$ cat config.mk
export PLATFORM = sky130hd
export DESIGN_NAME = axi_axil_adapter_wr
export DESIGN_NICKNAME = d
export VERILOG_FILES = /design/src/logic/axi_wr_pkg.sv /design/src/logic/axi_burst_iter.sv /design/src/logic/axi_beat_fifo.sv /design/src/logic/axil_wr_issuer.sv /design/src/logic/axi_axil_adapter_wr.sv
export SDC_FILE = /design/constraint.sdc
export NUM_CORES = 1
export LEC_CHECK = 0
export BUFFER_PORTS_ARGS = -buffer_cell sky130_fd_sc_hd__clkbuf_2
export CAP_MARGIN = 10
export CORE_MARGIN = 4
export CORE_UTILIZATION = 45
export CTS_CLUSTER_SIZE = 14
export DETAILED_ROUTE_END_ITERATION = 8
export PLACE_DENSITY = 0.69
export SYNTH_ARGS = -nofsm -noshare
export SYNTH_HDL_FRONTEND = slang
export SYNTH_SLANG_ARGS = --single-unit
$ cat constraint.sdc
create_clock -name clk -period 2.9 [get_ports clk]
set_clock_uncertainty 0.1 [all_clocks]
set_input_delay 0.435 -clock clk [delete_from_list [all_inputs] [get_ports clk]]
set_output_delay 0.435 -clock clk [all_outputs]
set_load 0.005 [all_outputs]
$ cat src/logic/axi_wr_pkg.sv
package axi_wr_pkg;

  // Bus widths for a 32-bit data path
  typedef logic [15:0] addr_t;
  typedef logic [31:0] data_t;
  typedef logic [3:0] strb_t;
  typedef logic [3:0] id_t;
  typedef logic [7:0] len_t;
  typedef logic [2:0] size_t;

  typedef enum logic [1:0] {
    FIXED = 2'd0,
    INCR  = 2'd1,
    WRAP  = 2'd2
  } burst_e;

  // Encoded so that a larger code is a worse response
  typedef enum logic [1:0] {
    OKAY   = 2'd0,
    EXOKAY = 2'd1,
    SLVERR = 2'd2,
    DECERR = 2'd3
  } resp_e;

  // AXI write address request of 33 bits
  typedef struct packed {
    id_t    id;
    addr_t  addr;
    len_t   len;
    size_t  size;
    burst_e burst;
  } aw_req_t;

  // One beat of a split burst in 21 bits
  typedef struct packed {
    id_t   id;
    addr_t addr;
    logic  last;
  } beat_t;

  // AXI write data beat of 37 bits
  typedef struct packed {
    data_t data;
    strb_t strb;
    logic  last;
  } w_beat_t;

endpackage

$ cat src/logic/axi_burst_iter.sv
`timescale 1ns/1ns

module axi_burst_iter (
  input  logic                clk,
  input  logic                i_reset,

  input  logic                i_aw_valid,
  input  axi_wr_pkg::aw_req_t i_aw,
  output logic                o_aw_ready,

  output logic                o_beat_valid,
  output axi_wr_pkg::beat_t   o_beat,
  input  logic                i_beat_ready
);

  import axi_wr_pkg::*;

  typedef enum logic {
    IDLE,
    RUN
  } state_e;

  state_e state;

  // Registered copy of the request
  id_t    id_q;
  burst_e burst_q;
  addr_t  addr_q;
  addr_t  step_q;
  addr_t  wrap_mask_q;
  len_t   count_q;

  addr_t  addr_incr;
  addr_t  addr_next;
  logic   last_beat;

  assign o_aw_ready   = (state == IDLE);
  assign o_beat_valid = (state == RUN);

  assign last_beat = (count_q == '0);
  assign o_beat    = '{id: id_q, addr: addr_q, last: last_beat};

  assign addr_incr = addr_q + step_q;

  always_comb begin
    case (burst_q)
      FIXED: addr_next = addr_q;
      // Stay inside the aligned window of (len+1) beats
      WRAP: addr_next = (addr_q & ~wrap_mask_q) | (addr_incr & wrap_mask_q);
      default: addr_next = addr_incr;
    endcase
  end

  always_ff @(posedge clk) begin
    if (i_reset) begin
      state <= IDLE;
    end else begin
      case (state)
        IDLE: begin
          if (i_aw_valid) begin
            state <= RUN;
          end
        end
        RUN: begin
          if (i_beat_ready && last_beat) begin
            state <= IDLE;
          end
        end
        default: state <= IDLE;
      endcase
    end
  end

  always_ff @(posedge clk) begin
    if (o_aw_ready && i_aw_valid) begin
      id_q        <= i_aw.id;
      burst_q     <= i_aw.burst;
      addr_q      <= i_aw.addr;
      count_q     <= i_aw.len;
      step_q      <= addr_t'(1) << i_aw.size;
      // Window size in bytes minus one
      wrap_mask_q <= ((addr_t'(i_aw.len) + addr_t'(1)) << i_aw.size) - addr_t'(1);
    end else if (o_beat_valid && i_beat_ready) begin
      addr_q  <= addr_next;
      count_q <= count_q - 1'b1;
    end
  end

endmodule

$ cat src/logic/axi_beat_fifo.sv
`timescale 1ns/1ns

module axi_beat_fifo #(
  parameter int FIFO_DEPTH = 4
) (
  input  logic              clk,
  input  logic              i_reset,

  input  logic              i_push_valid,
  input  axi_wr_pkg::beat_t i_push,
  output logic              o_push_ready,

  output logic              o_pop_valid,
  output axi_wr_pkg::beat_t o_pop,
  input  logic              i_pop_ready
);

  import axi_wr_pkg::*;

  localparam int PTR_W = $clog2(FIFO_DEPTH);

  beat_t mem [FIFO_DEPTH];

  // Extra top bit tells full from empty
  logic [PTR_W:0] wr_ptr;
  logic [PTR_W:0] rd_ptr;

  logic full;
  logic empty;
  logic push;
  logic pop;

  assign empty = (wr_ptr == rd_ptr);
  assign full  = (wr_ptr[PTR_W] != rd_ptr[PTR_W]) &&
                 (wr_ptr[PTR_W-1:0] == rd_ptr[PTR_W-1:0]);

  assign o_push_ready = !full;
  assign o_pop_valid  = !empty;
  assign o_pop        = mem[rd_ptr[PTR_W-1:0]];

  assign push = i_push_valid && o_push_ready;
  assign pop  = o_pop_valid && i_pop_ready;

  always_ff @(posedge clk) begin
    if (i_reset) begin
      wr_ptr <= '0;
      rd_ptr <= '0;
    end else begin
      if (push) begin
        wr_ptr <= wr_ptr + 1'b1;
      end
      if (pop) begin
        rd_ptr <= rd_ptr + 1'b1;
      end
    end
  end

  // Storage
  always_ff @(posedge clk) begin
    if (push) begin
      mem[wr_ptr[PTR_W-1:0]] <= i_push;
    end
  end

endmodule

$ cat src/logic/axil_wr_issuer.sv
`timescale 1ns/1ns

module axil_wr_issuer (
  input  logic                clk,
  input  logic                i_reset,

  // Beat descriptors from the FIFO
  input  logic                i_beat_valid,
  input  axi_wr_pkg::beat_t   i_beat,
  output logic                o_beat_ready,

  // AXI W
  input  logic                i_w_valid,
  input  axi_wr_pkg::w_beat_t i_w,
  output logic                o_w_ready,

  // AXI B
  output logic                o_b_valid,
  output axi_wr_pkg::id_t     o_b_id,
  output axi_wr_pkg::resp_e   o_b_resp,
  input  logic                i_b_ready,

  // AXI-Lite write channels
  output logic                o_lite_aw_valid,
  output axi_wr_pkg::addr_t   o_lite_aw_addr,
  input  logic                i_lite_aw_ready,
  output logic                o_lite_w_valid,
  output axi_wr_pkg::data_t   o_lite_w_data,
  output axi_wr_pkg::strb_t   o_lite_w_strb,
  input  logic                i_lite_w_ready,
  input  logic                i_lite_b_valid,
  input  axi_wr_pkg::resp_e   i_lite_b_resp,
  output logic                o_lite_b_ready
);

  import axi_wr_pkg::*;

  typedef enum logic [1:0] {
    IDLE,
    SEND,
    WAIT_B,
    RESP
  } state_e;

  state_e state;

  beat_t  cur_beat;
  logic   aw_done;
  logic   w_done;
  resp_e  resp_acc;

  logic   aw_fire;
  logic   w_fire;
  logic   aw_done_next;
  logic   w_done_next;

  assign o_beat_ready = (state == IDLE);

  // AW and W of one beat go out together, each finishing on its own
  assign o_lite_aw_valid = (state == SEND) && !aw_done;
  assign o_lite_aw_addr  = cur_beat.addr;

  // W passes straight through while this beat still needs it
  assign o_lite_w_valid = (state == SEND) && !w_done && i_w_valid;
  assign o_w_ready      = (state == SEND) && !w_done && i_lite_w_ready;
  assign o_lite_w_data  = i_w.data;
  assign o_lite_w_strb  = i_w.strb;

  assign o_lite_b_ready = (state == WAIT_B);

  assign o_b_valid = (state == RESP);
  assign o_b_id    = cur_beat.id;
  assign o_b_resp  = resp_acc;

  assign aw_fire = o_lite_aw_valid && i_lite_aw_ready;
  assign w_fire  = o_lite_w_valid && i_lite_w_ready;

  assign aw_done_next = aw_done || aw_fire;
  assign w_done_next  = w_done || w_fire;

  always_ff @(posedge clk) begin
    if (i_reset) begin
      state    <= IDLE;
      aw_done  <= 1'b0;
      w_done   <= 1'b0;
      resp_acc <= OKAY;
    end else begin
      case (state)
        IDLE: begin
          if (i_beat_valid) begin
            aw_done <= 1'b0;
            w_done  <= 1'b0;
            state   <= SEND;
          end
        end
        SEND: begin
          aw_done <= aw_done_next;
          w_done  <= w_done_next;
          if (aw_done_next && w_done_next) begin
            state <= WAIT_B;
          end
        end
        WAIT_B: begin
          if (i_lite_b_valid) begin
            // Keep the worst response of the burst
            if (i_lite_b_resp > resp_acc) begin
              resp_acc <= i_lite_b_resp;
            end
            state <= cur_beat.last ? RESP : IDLE;
          end
        end
        RESP: begin
          if (i_b_ready) begin
            // Next burst starts from OKAY
            resp_acc <= OKAY;
            state    <= IDLE;
          end
        end
        default: state <= IDLE;
      endcase
    end
  end

  // Beat under service
  always_ff @(posedge clk) begin
    if (o_beat_ready && i_beat_valid) begin
      cur_beat <= i_beat;
    end
  end

endmodule

$ cat src/logic/axi_axil_adapter_wr.sv
`timescale 1ns/1ns

module axi_axil_adapter_wr #(
  parameter int FIFO_DEPTH = 4
) (
  input  logic                clk,
  input  logic                i_reset,

  // AXI subordinate side
  input  logic                i_aw_valid,
  input  axi_wr_pkg::aw_req_t i_aw,
  output logic                o_aw_ready,
  input  logic                i_w_valid,
  input  axi_wr_pkg::w_beat_t i_w,
  output logic                o_w_ready,
  output logic                o_b_valid,
  output axi_wr_pkg::id_t     o_b_id,
  output axi_wr_pkg::resp_e   o_b_resp,
  input  logic                i_b_ready,

  // AXI-Lite manager side
  output logic                o_lite_aw_valid,
  output axi_wr_pkg::addr_t   o_lite_aw_addr,
  input  logic                i_lite_aw_ready,
  output logic                o_lite_w_valid,
  output axi_wr_pkg::data_t   o_lite_w_data,
  output axi_wr_pkg::strb_t   o_lite_w_strb,
  input  logic                i_lite_w_ready,
  input  logic                i_lite_b_valid,
  input  axi_wr_pkg::resp_e   i_lite_b_resp,
  output logic                o_lite_b_ready
);

  import axi_wr_pkg::*;

  // Iterator to FIFO
  logic  push_valid;
  beat_t push_beat;
  logic  push_ready;

  // FIFO to issuer
  logic  pop_valid;
  beat_t pop_beat;
  logic  pop_ready;

  axi_burst_iter u_burst_iter (
    .clk          (clk),
    .i_reset      (i_reset),
    .i_aw_valid   (i_aw_valid),
    .i_aw         (i_aw),
    .o_aw_ready   (o_aw_ready),
    .o_beat_valid (push_valid),
    .o_beat       (push_beat),
    .i_beat_ready (push_ready)
  );

  axi_beat_fifo #(
    .FIFO_DEPTH (FIFO_DEPTH)
  ) u_beat_fifo (
    .clk          (clk),
    .i_reset      (i_reset),
    .i_push_valid (push_valid),
    .i_push       (push_beat),
    .o_push_ready (push_ready),
    .o_pop_valid  (pop_valid),
    .o_pop        (pop_beat),
    .i_pop_ready  (pop_ready)
  );

  axil_wr_issuer u_wr_issuer (
    .clk             (clk),
    .i_reset         (i_reset),
    .i_beat_valid    (pop_valid),
    .i_beat          (pop_beat),
    .o_beat_ready    (pop_ready),
    .i_w_valid       (i_w_valid),
    .i_w             (i_w),
    .o_w_ready       (o_w_ready),
    .o_b_valid       (o_b_valid),
    .o_b_id          (o_b_id),
    .o_b_resp        (o_b_resp),
    .i_b_ready       (i_b_ready),
    .o_lite_aw_valid (o_lite_aw_valid),
    .o_lite_aw_addr  (o_lite_aw_addr),
    .i_lite_aw_ready (i_lite_aw_ready),
    .o_lite_w_valid  (o_lite_w_valid),
    .o_lite_w_data   (o_lite_w_data),
    .o_lite_w_strb   (o_lite_w_strb),
    .i_lite_w_ready  (i_lite_w_ready),
    .i_lite_b_valid  (i_lite_b_valid),
    .i_lite_b_resp   (i_lite_b_resp),
    .o_lite_b_ready  (o_lite_b_ready)
  );

endmodule

==> results of run 1 <==
## synth_stat cells, types with 6 or more instances
cell / number / area share (%)
inv_1: 21 / 0.91
edfxtp_1: 159 / 55
a21oi_1: 22 / 1.3
a211oi_1: 7 / 0.61
nor3_1: 19 / 1.1
mux4_2: 21 / 5.5
buf_4: 61 / 5.3
o21ai_0: 39 / 2.3
nand3_1: 18 / 1.0
xnor2_1: 23 / 2.3
o21a_1: 16 / 1.4
nand2b_1: 15 / 1.1
nand4_1: 7 / 0.51
nor2_1: 43 / 1.9
nand2_1: 42 / 1.8
ha_1: 19 / 2.8
nor2b_1: 8 / 0.58
mux2i_1: 6 / 0.69
clkbuf_1: 21 / 0.91
and2_1: 7 / 0.51
dfxtp_1: 13 / 3.0
xor2_1: 15 / 1.5
## metal layers
metal  up-vias  wire length (um)  global-route usage, %
met3        29               812                  3.973
met5         -                 0                      0
li1       2592                 -                      -
met2       149              9110                  29.27
met4         0               435                  7.385
met1      2643              7176                  18.93
## what timing repair did
action / 4_1_cts / 5_1_grt
setup buffers: 0 / 2
endpoints found under the setup margin: 0 / 5
gates resized for setup: 0 / 2
## path summary, 6_finish.rpt
path | endpoint | start | cells after the start | slack [ns]
hold / removal | u_burst_iter.id_q[0] | i_aw[29] | 1 | 0.08
setup / recovery | flop | flop | 12 | 0.25
setup reg to reg | flop | flop | 12 | 0.25
hold reg to reg | u_wr_issuer.o_b_resp[1] | u_wr_issuer.o_b_resp[1] | 2 | 0.41
## cell type report
type,count,area (um2),area share (%)
timing repair buffer,127,828.3,8.483
clock inverter,13,136.4,1.397
multi-input combinational,399,2964,30.36
inverter,21,78.83,0.8073
clock buffer,18,429.2,4.395
sequential,172,5035,51.56
tap,234,292.8,2.998
## cells by family after synthesis
group	Yosys count	synth area share [%]
simple gates	190	11.37
mux	28	6.298
flops	172	58.26
xor+xnor	38	3.851
fa+ha+maj	20	2.983
buf+inv	113	7.630
compound gates	123	9.614
## flip-flops by register name, indices dropped and copies added (netlist names), named ones only
register                    count
u_wr_issuer.o_lite_aw_addr     16
u_wr_issuer.o_b_id              4
u_burst_iter.o_beat_valid       1
u_beat_fifo.mem                84
u_beat_fifo.rd_ptr              3
u_burst_iter.id_q               4
u_wr_issuer.aw_done             1
u_wr_issuer.cur_beat            1
u_beat_fifo.wr_ptr              3
u_burst_iter.wrap_mask_q       16
u_wr_issuer.state               2
u_wr_issuer.o_b_resp            2
u_wr_issuer.w_done              1
u_burst_iter.burst_q            2
u_burst_iter.step_q             8
u_burst_iter.count_q            8
## per-stage QoR
stage               cells  cell area (um2)
floorplan             684             8652
global placement      951             9184
detailed placement    951             9184
CTS                   982             9749
global route          984             9764
finish                984             9764
## power by group
group	leakage [nW]	internal, mW	total [mW]	switching, mW
logic	1.67	0.683	1.44	0.759
registers	1.59	3.18	3.38	0.204
clock network	0.276	1.20	2.15	0.953
==> impl_metrics.ini, run 1 <==
[status]
outcome = complete, no violations

[clock_tree]
cts_sinks = 172
cts_tree = yes
clk_pin_slew_ns = 0.07
cts_hold_buffers = 0
clk_latency_ns = 0.43
clock-root-buffer = clkbuf_16
cts_buffers = 17
cts_buffer_depth = 2
htree_levels = 4

[cells_and_area]
final_net_count = 838
fill_cells = 1594
drive_gt1_share_pct = 26.00
synthToLayoutAreaGrowth_pct = 12.99
final_common_cell = edfxtp_1
finalCoreUtilization_pct = 52.03
n_antenna_cell = 0
layout_common_cells = 159 x edfxtp_1, 70 x clkbuf_2, 53 x buf_4

[detailed_routing]
drtPass1Iterations = 5
ant_nets = 0
vias = 5413
drc = 0
drt-initial-drc-count = 251
wire_per_inst_um = 17.82
drt-total-wl_um = 17540
viasPerCell = 5.501

[power_and_ir_drop]
total_power_mw = 6.978
p_leak_nw = 3.537
ir_drop_v = 0.0004277
p_per_area_nw_per_um2 = 714.6

[setup_path]
worstSetupStartpointType = flop
arrival_ns = 2.81
critPathMaxFanout = 4
required_ns = 3.06
cp_cell_sequence = ha_1, inv_1, fa_1, nor2b_1, o21ai_0, a21boi_1, o21ai_1, a21oi_1, buf_4, nand3_1, xor2_1, a211oi_1
crit_family = compound AO/OA/AOI/OAI gates
cp_slowest_cell = fa_1
path_buf_inv = 2
worstSetupPathType = reg -> reg
crit_path_end_kind = flop
cp_slowest_stage_delay_ns = 0.39

[floorplanning]
core_um2 = 18770
rows = 50
initial_core_util_pct = 46.05
io_pins = 144
dieHeight_um = 146.6
fp.dieArea_um2 = 21490
die_w_um = 146.6

[place]
dpl_worst_slack_ns = -0.1724
gp_congestion = 0.8751
dp_hpwl_um = 12760
portBuffers = 70

[synth]
ys_seq_elements = 172
synth_flop_cell = edfxtp_1
ys_warn_count = 0
avgSynthCellArea_um2 = 12.63
synth_cell_type_count = 65
synth_cells = 684
syn_nets = 784
syn-cell-area_um2 = 8642
synthArstFlopShare_pct = 0
seq_area_frac_synth_pct = 58.26
synth-edff-count = 159

[sta]
tightest_slew_ns = 0.7069
period_needed_ns = 2.652
tns_ns = 0
drv_slew = 0
slew_headroom_pct = 52.21
max_clock_freq_ghz = 0.3771
min_period_over_period_pct = 91.45
worst_slack_ns = 0.2479
whs_ns = 0.07954
grt_setup_unrepaired = false
final_hold_viol_count = 0
setup_violations = 0

[global_routing]
grt_pass1_vias = 5612
grt_pass1_wl_um = 28260
grt_overflow = 0
antenna_found_initial = 0
grt_usage_pct = 16.52
grt_max_degree = 36

[hold_path]
hold_path.class = in -> reg

[job]
maxCapViolCount = 0
Note: power is estimated with default switching activity, not from simulation.
==> inputs of run 2 (changes only) <==
--- a/config.mk
+++ b/config.mk
@@ -5,13 +5,14 @@
 export SDC_FILE = /design/constraint.sdc
 export NUM_CORES = 1
 export LEC_CHECK = 0
+export ABC_AREA = 1
 export BUFFER_PORTS_ARGS = -buffer_cell sky130_fd_sc_hd__clkbuf_2
 export CAP_MARGIN = 10
 export CORE_MARGIN = 4
 export CORE_UTILIZATION = 45
 export CTS_CLUSTER_SIZE = 14
 export DETAILED_ROUTE_END_ITERATION = 8
-export PLACE_DENSITY = 0.69
+export PLACE_DENSITY = 0.68
 export SYNTH_ARGS = -nofsm -noshare
 export SYNTH_HDL_FRONTEND = slang
 export SYNTH_SLANG_ARGS = --single-unit
==> run 2 against run 1 <==
Effect of this change: sequential cell count stayed put; global-route usage is 0.92 points lower; sequential share of layout area is 0.28 points higher; clock power hardly changed; utilization is 2.1 points lower; largest cell class unchanged.
==> impl_metrics.ini, run 2 <==
[status]
outcome = complete, no violations

[sta]
slew_headroom_pct = 43.20
final_hold_viol_count = 0
tns_ns = 0
tightest_slew_ns = 0.8511
setup_violations = 0
grt_setup_unrepaired = false
max_clock_freq_ghz = 0.4083
worst_slack_ns = 0.4511
min_period_over_period_pct = 84.45
drv_slew = 0
period_needed_ns = 2.449

[floorplanning]
dieHeight_um = 148.5
io_pins = 144
fp.dieArea_um2 = 22060
core_um2 = 19460
die_w_um = 148.5
initial_core_util_pct = 45.66
rows = 51

[synth]
synth-edff-count = 159
synth_cell_type_count = 40
synth.most_common_cell = edfxtp_1
synth_top_family_by_area = simple AND/OR/NAND/NOR gates
ys_seq_elements = 172
yosysTopAreaCell = edfxtp_1
synth_compound_area_share_pct = 9.152
synth_cells = 883
syn_nets = 983
synth_flop_cell = edfxtp_1
ys_warn_count = 0
syn-cell-area_um2 = 8886
yosys.area_share.simple_pct = 19.84
netlist_top_cells_count = 159 x edfxtp_1, 131 x nand2_1, 98 x nor2_1
synth.area.top_cells = edfxtp_1 54%, nand2_1 5.5%, buf_4 4.9%
synthArstFlopShare_pct = 0
seq_area_frac_synth_pct = 56.66
synth.area.mux_share_pct = 0
synthAdderAreaFrac_pct = 2.901
avgSynthCellArea_um2 = 10.06
synth_xor_area_share_pct = 2.168
yosysTopAreaCellShare_pct = 53.73

[setup_path]
required_ns = 3.07
crit_family = adder cells
worstSetupStartpointType = flop
cp_cell_sequence = ha_1, inv_1, fa_1, inv_1, nand3_1, nand3_1, nand2_1, nor2_1, xor2_1, o21ai_0, o21ai_0
path_buf_inv = 2
worstSetupPathType = reg -> reg
cp_slowest_cell = edfxtp_1
cp_slowest_stage_delay_ns = 0.45
crit_path_end_kind = flop
arrival_ns = 2.62
critPathMaxFanout = 5

[cells_and_area]
final_common_cell = edfxtp_1
final_net_count = 1000
synthToLayoutAreaGrowth_pct = 9.293
n_antenna_cell = 0
largest_reg_flops = 84
stdcell_count = 1178
finalCoreUtilization_pct = 49.90
layout_common_cells = 159 x edfxtp_1, 131 x nand2_1, 94 x nor2_1
drive_gt1_share_pct = 18.84

[detailed_routing]
viasPerCell = 5.059
vias = 5959
drc = 0
drtPass1Iterations = 5
ant_nets = 0
drt-initial-drc-count = 478
wire_per_inst_um = 14.30
drt-total-wl_um = 16840

[place]
dpl_worst_slack_ns = 0.3183
gp_congestion = 0.8736
dp_hpwl_um = 11710
portBuffers = 70
dp_cells = 1146

[clock_tree]
cts_resized = 0
cts_sinks = 172
clk_pin_slew_ns = 0.07
cts_tree = yes
cts_buffers = 17
cts_buffer_depth = 2
htree_levels = 4
clock-root-buffer = clkbuf_16
cts_setup_buffers = 0
cts_hold_buffers = 0
clk_latency_ns = 0.42

[global_routing]
grt_max_degree = 45
grt_pass1_vias = 5639
antenna_found_initial = 0
grt_usage_pct = 15.60
grt_overflow = 0
grt_pass1_wl_um = 27340

[power_and_ir_drop]
p_per_area_nw_per_um2 = 769.3
p_leak_nw = 3.828
ir_drop_v = 0.0003403
total_power_mw = 7.471

[hold_path]
hold_path.class = in -> reg

[job]
maxCapViolCount = 0
run 2: cell types whose count changed in the layout (fill, tap and decap cells not counted), moves of 33 or more:
cell and delta:
nand3_1 +33, buf_4 -39, nand2_1 +89, nor2_1 +51
o21ai_0 +46, inv_1 +45
run 2: kinds of logic after synthesis:
group / count (synthesis)
xor gates and xnor gates: 22
buffers and inverters: 159
AOI/OAI and AO/OA: 149
adders and majority gates: 20
and+or+nand+nor: 361
DFF: 172
run 2: routing by layer:
| layer | part of all wire, % | track usage [%] |
|---|---|---|
| met5 | 0 | 0 |
| met4 | 0.91 | 4.342 |
| met3 | 3.8 | 3.382 |
| met2 | 49 | 26.39 |
| met1 | 46 | 20.37 |
run 2: final timing paths:
kind / start / cells after the start / slack [ns] / to
max: flop / 11 / 0.45 / flop
min: i_aw[29] / 1 / 0.08 / u_burst_iter.id_q[0]
max reg2reg: flop / 11 / 0.45 / flop
min reg2reg: u_beat_fifo.wr_ptr[2] / 1 / 0.38 / u_beat_fifo.wr_ptr[2]
run 2: stage by stage:
stage / hold WS [ns] / cell area, um2
2_1_floorplan: 0.3426 / 8886
3_3_place_gp: 0.3548 / 9154
3_5_place_dp: 0.3666 / 9154
4_1_cts: 0.06225 / 9712
5_1_grt: 0.05842 / 9712
6_report: 0.08164 / 9712
run 2: final cells by class:
type / instances / area, um2
Clock buffer: 17 / 425.4
Inverter: 72 / 270.3
Tap cell: 265 / 331.6
Multi-Input combinational cell: 552 / 3042
Timing Repair Buffer: 85 / 475.5
Clock inverter: 15 / 132.6
Sequential cell: 172 / 5035
Fill cell: 1756 / 9751
run 2: report_power, final:
group | switching [mW] | total, mW | internal, mW | leakage, nW
sequential | 0.187 | 3.46 | 3.28 | 1.59
clock | 0.994 | 2.12 | 1.13 | 0.275
combinational | 1.24 | 1.88 | 0.644 | 1.96
total | 2.42 | 7.47 | 5.05 | 3.83
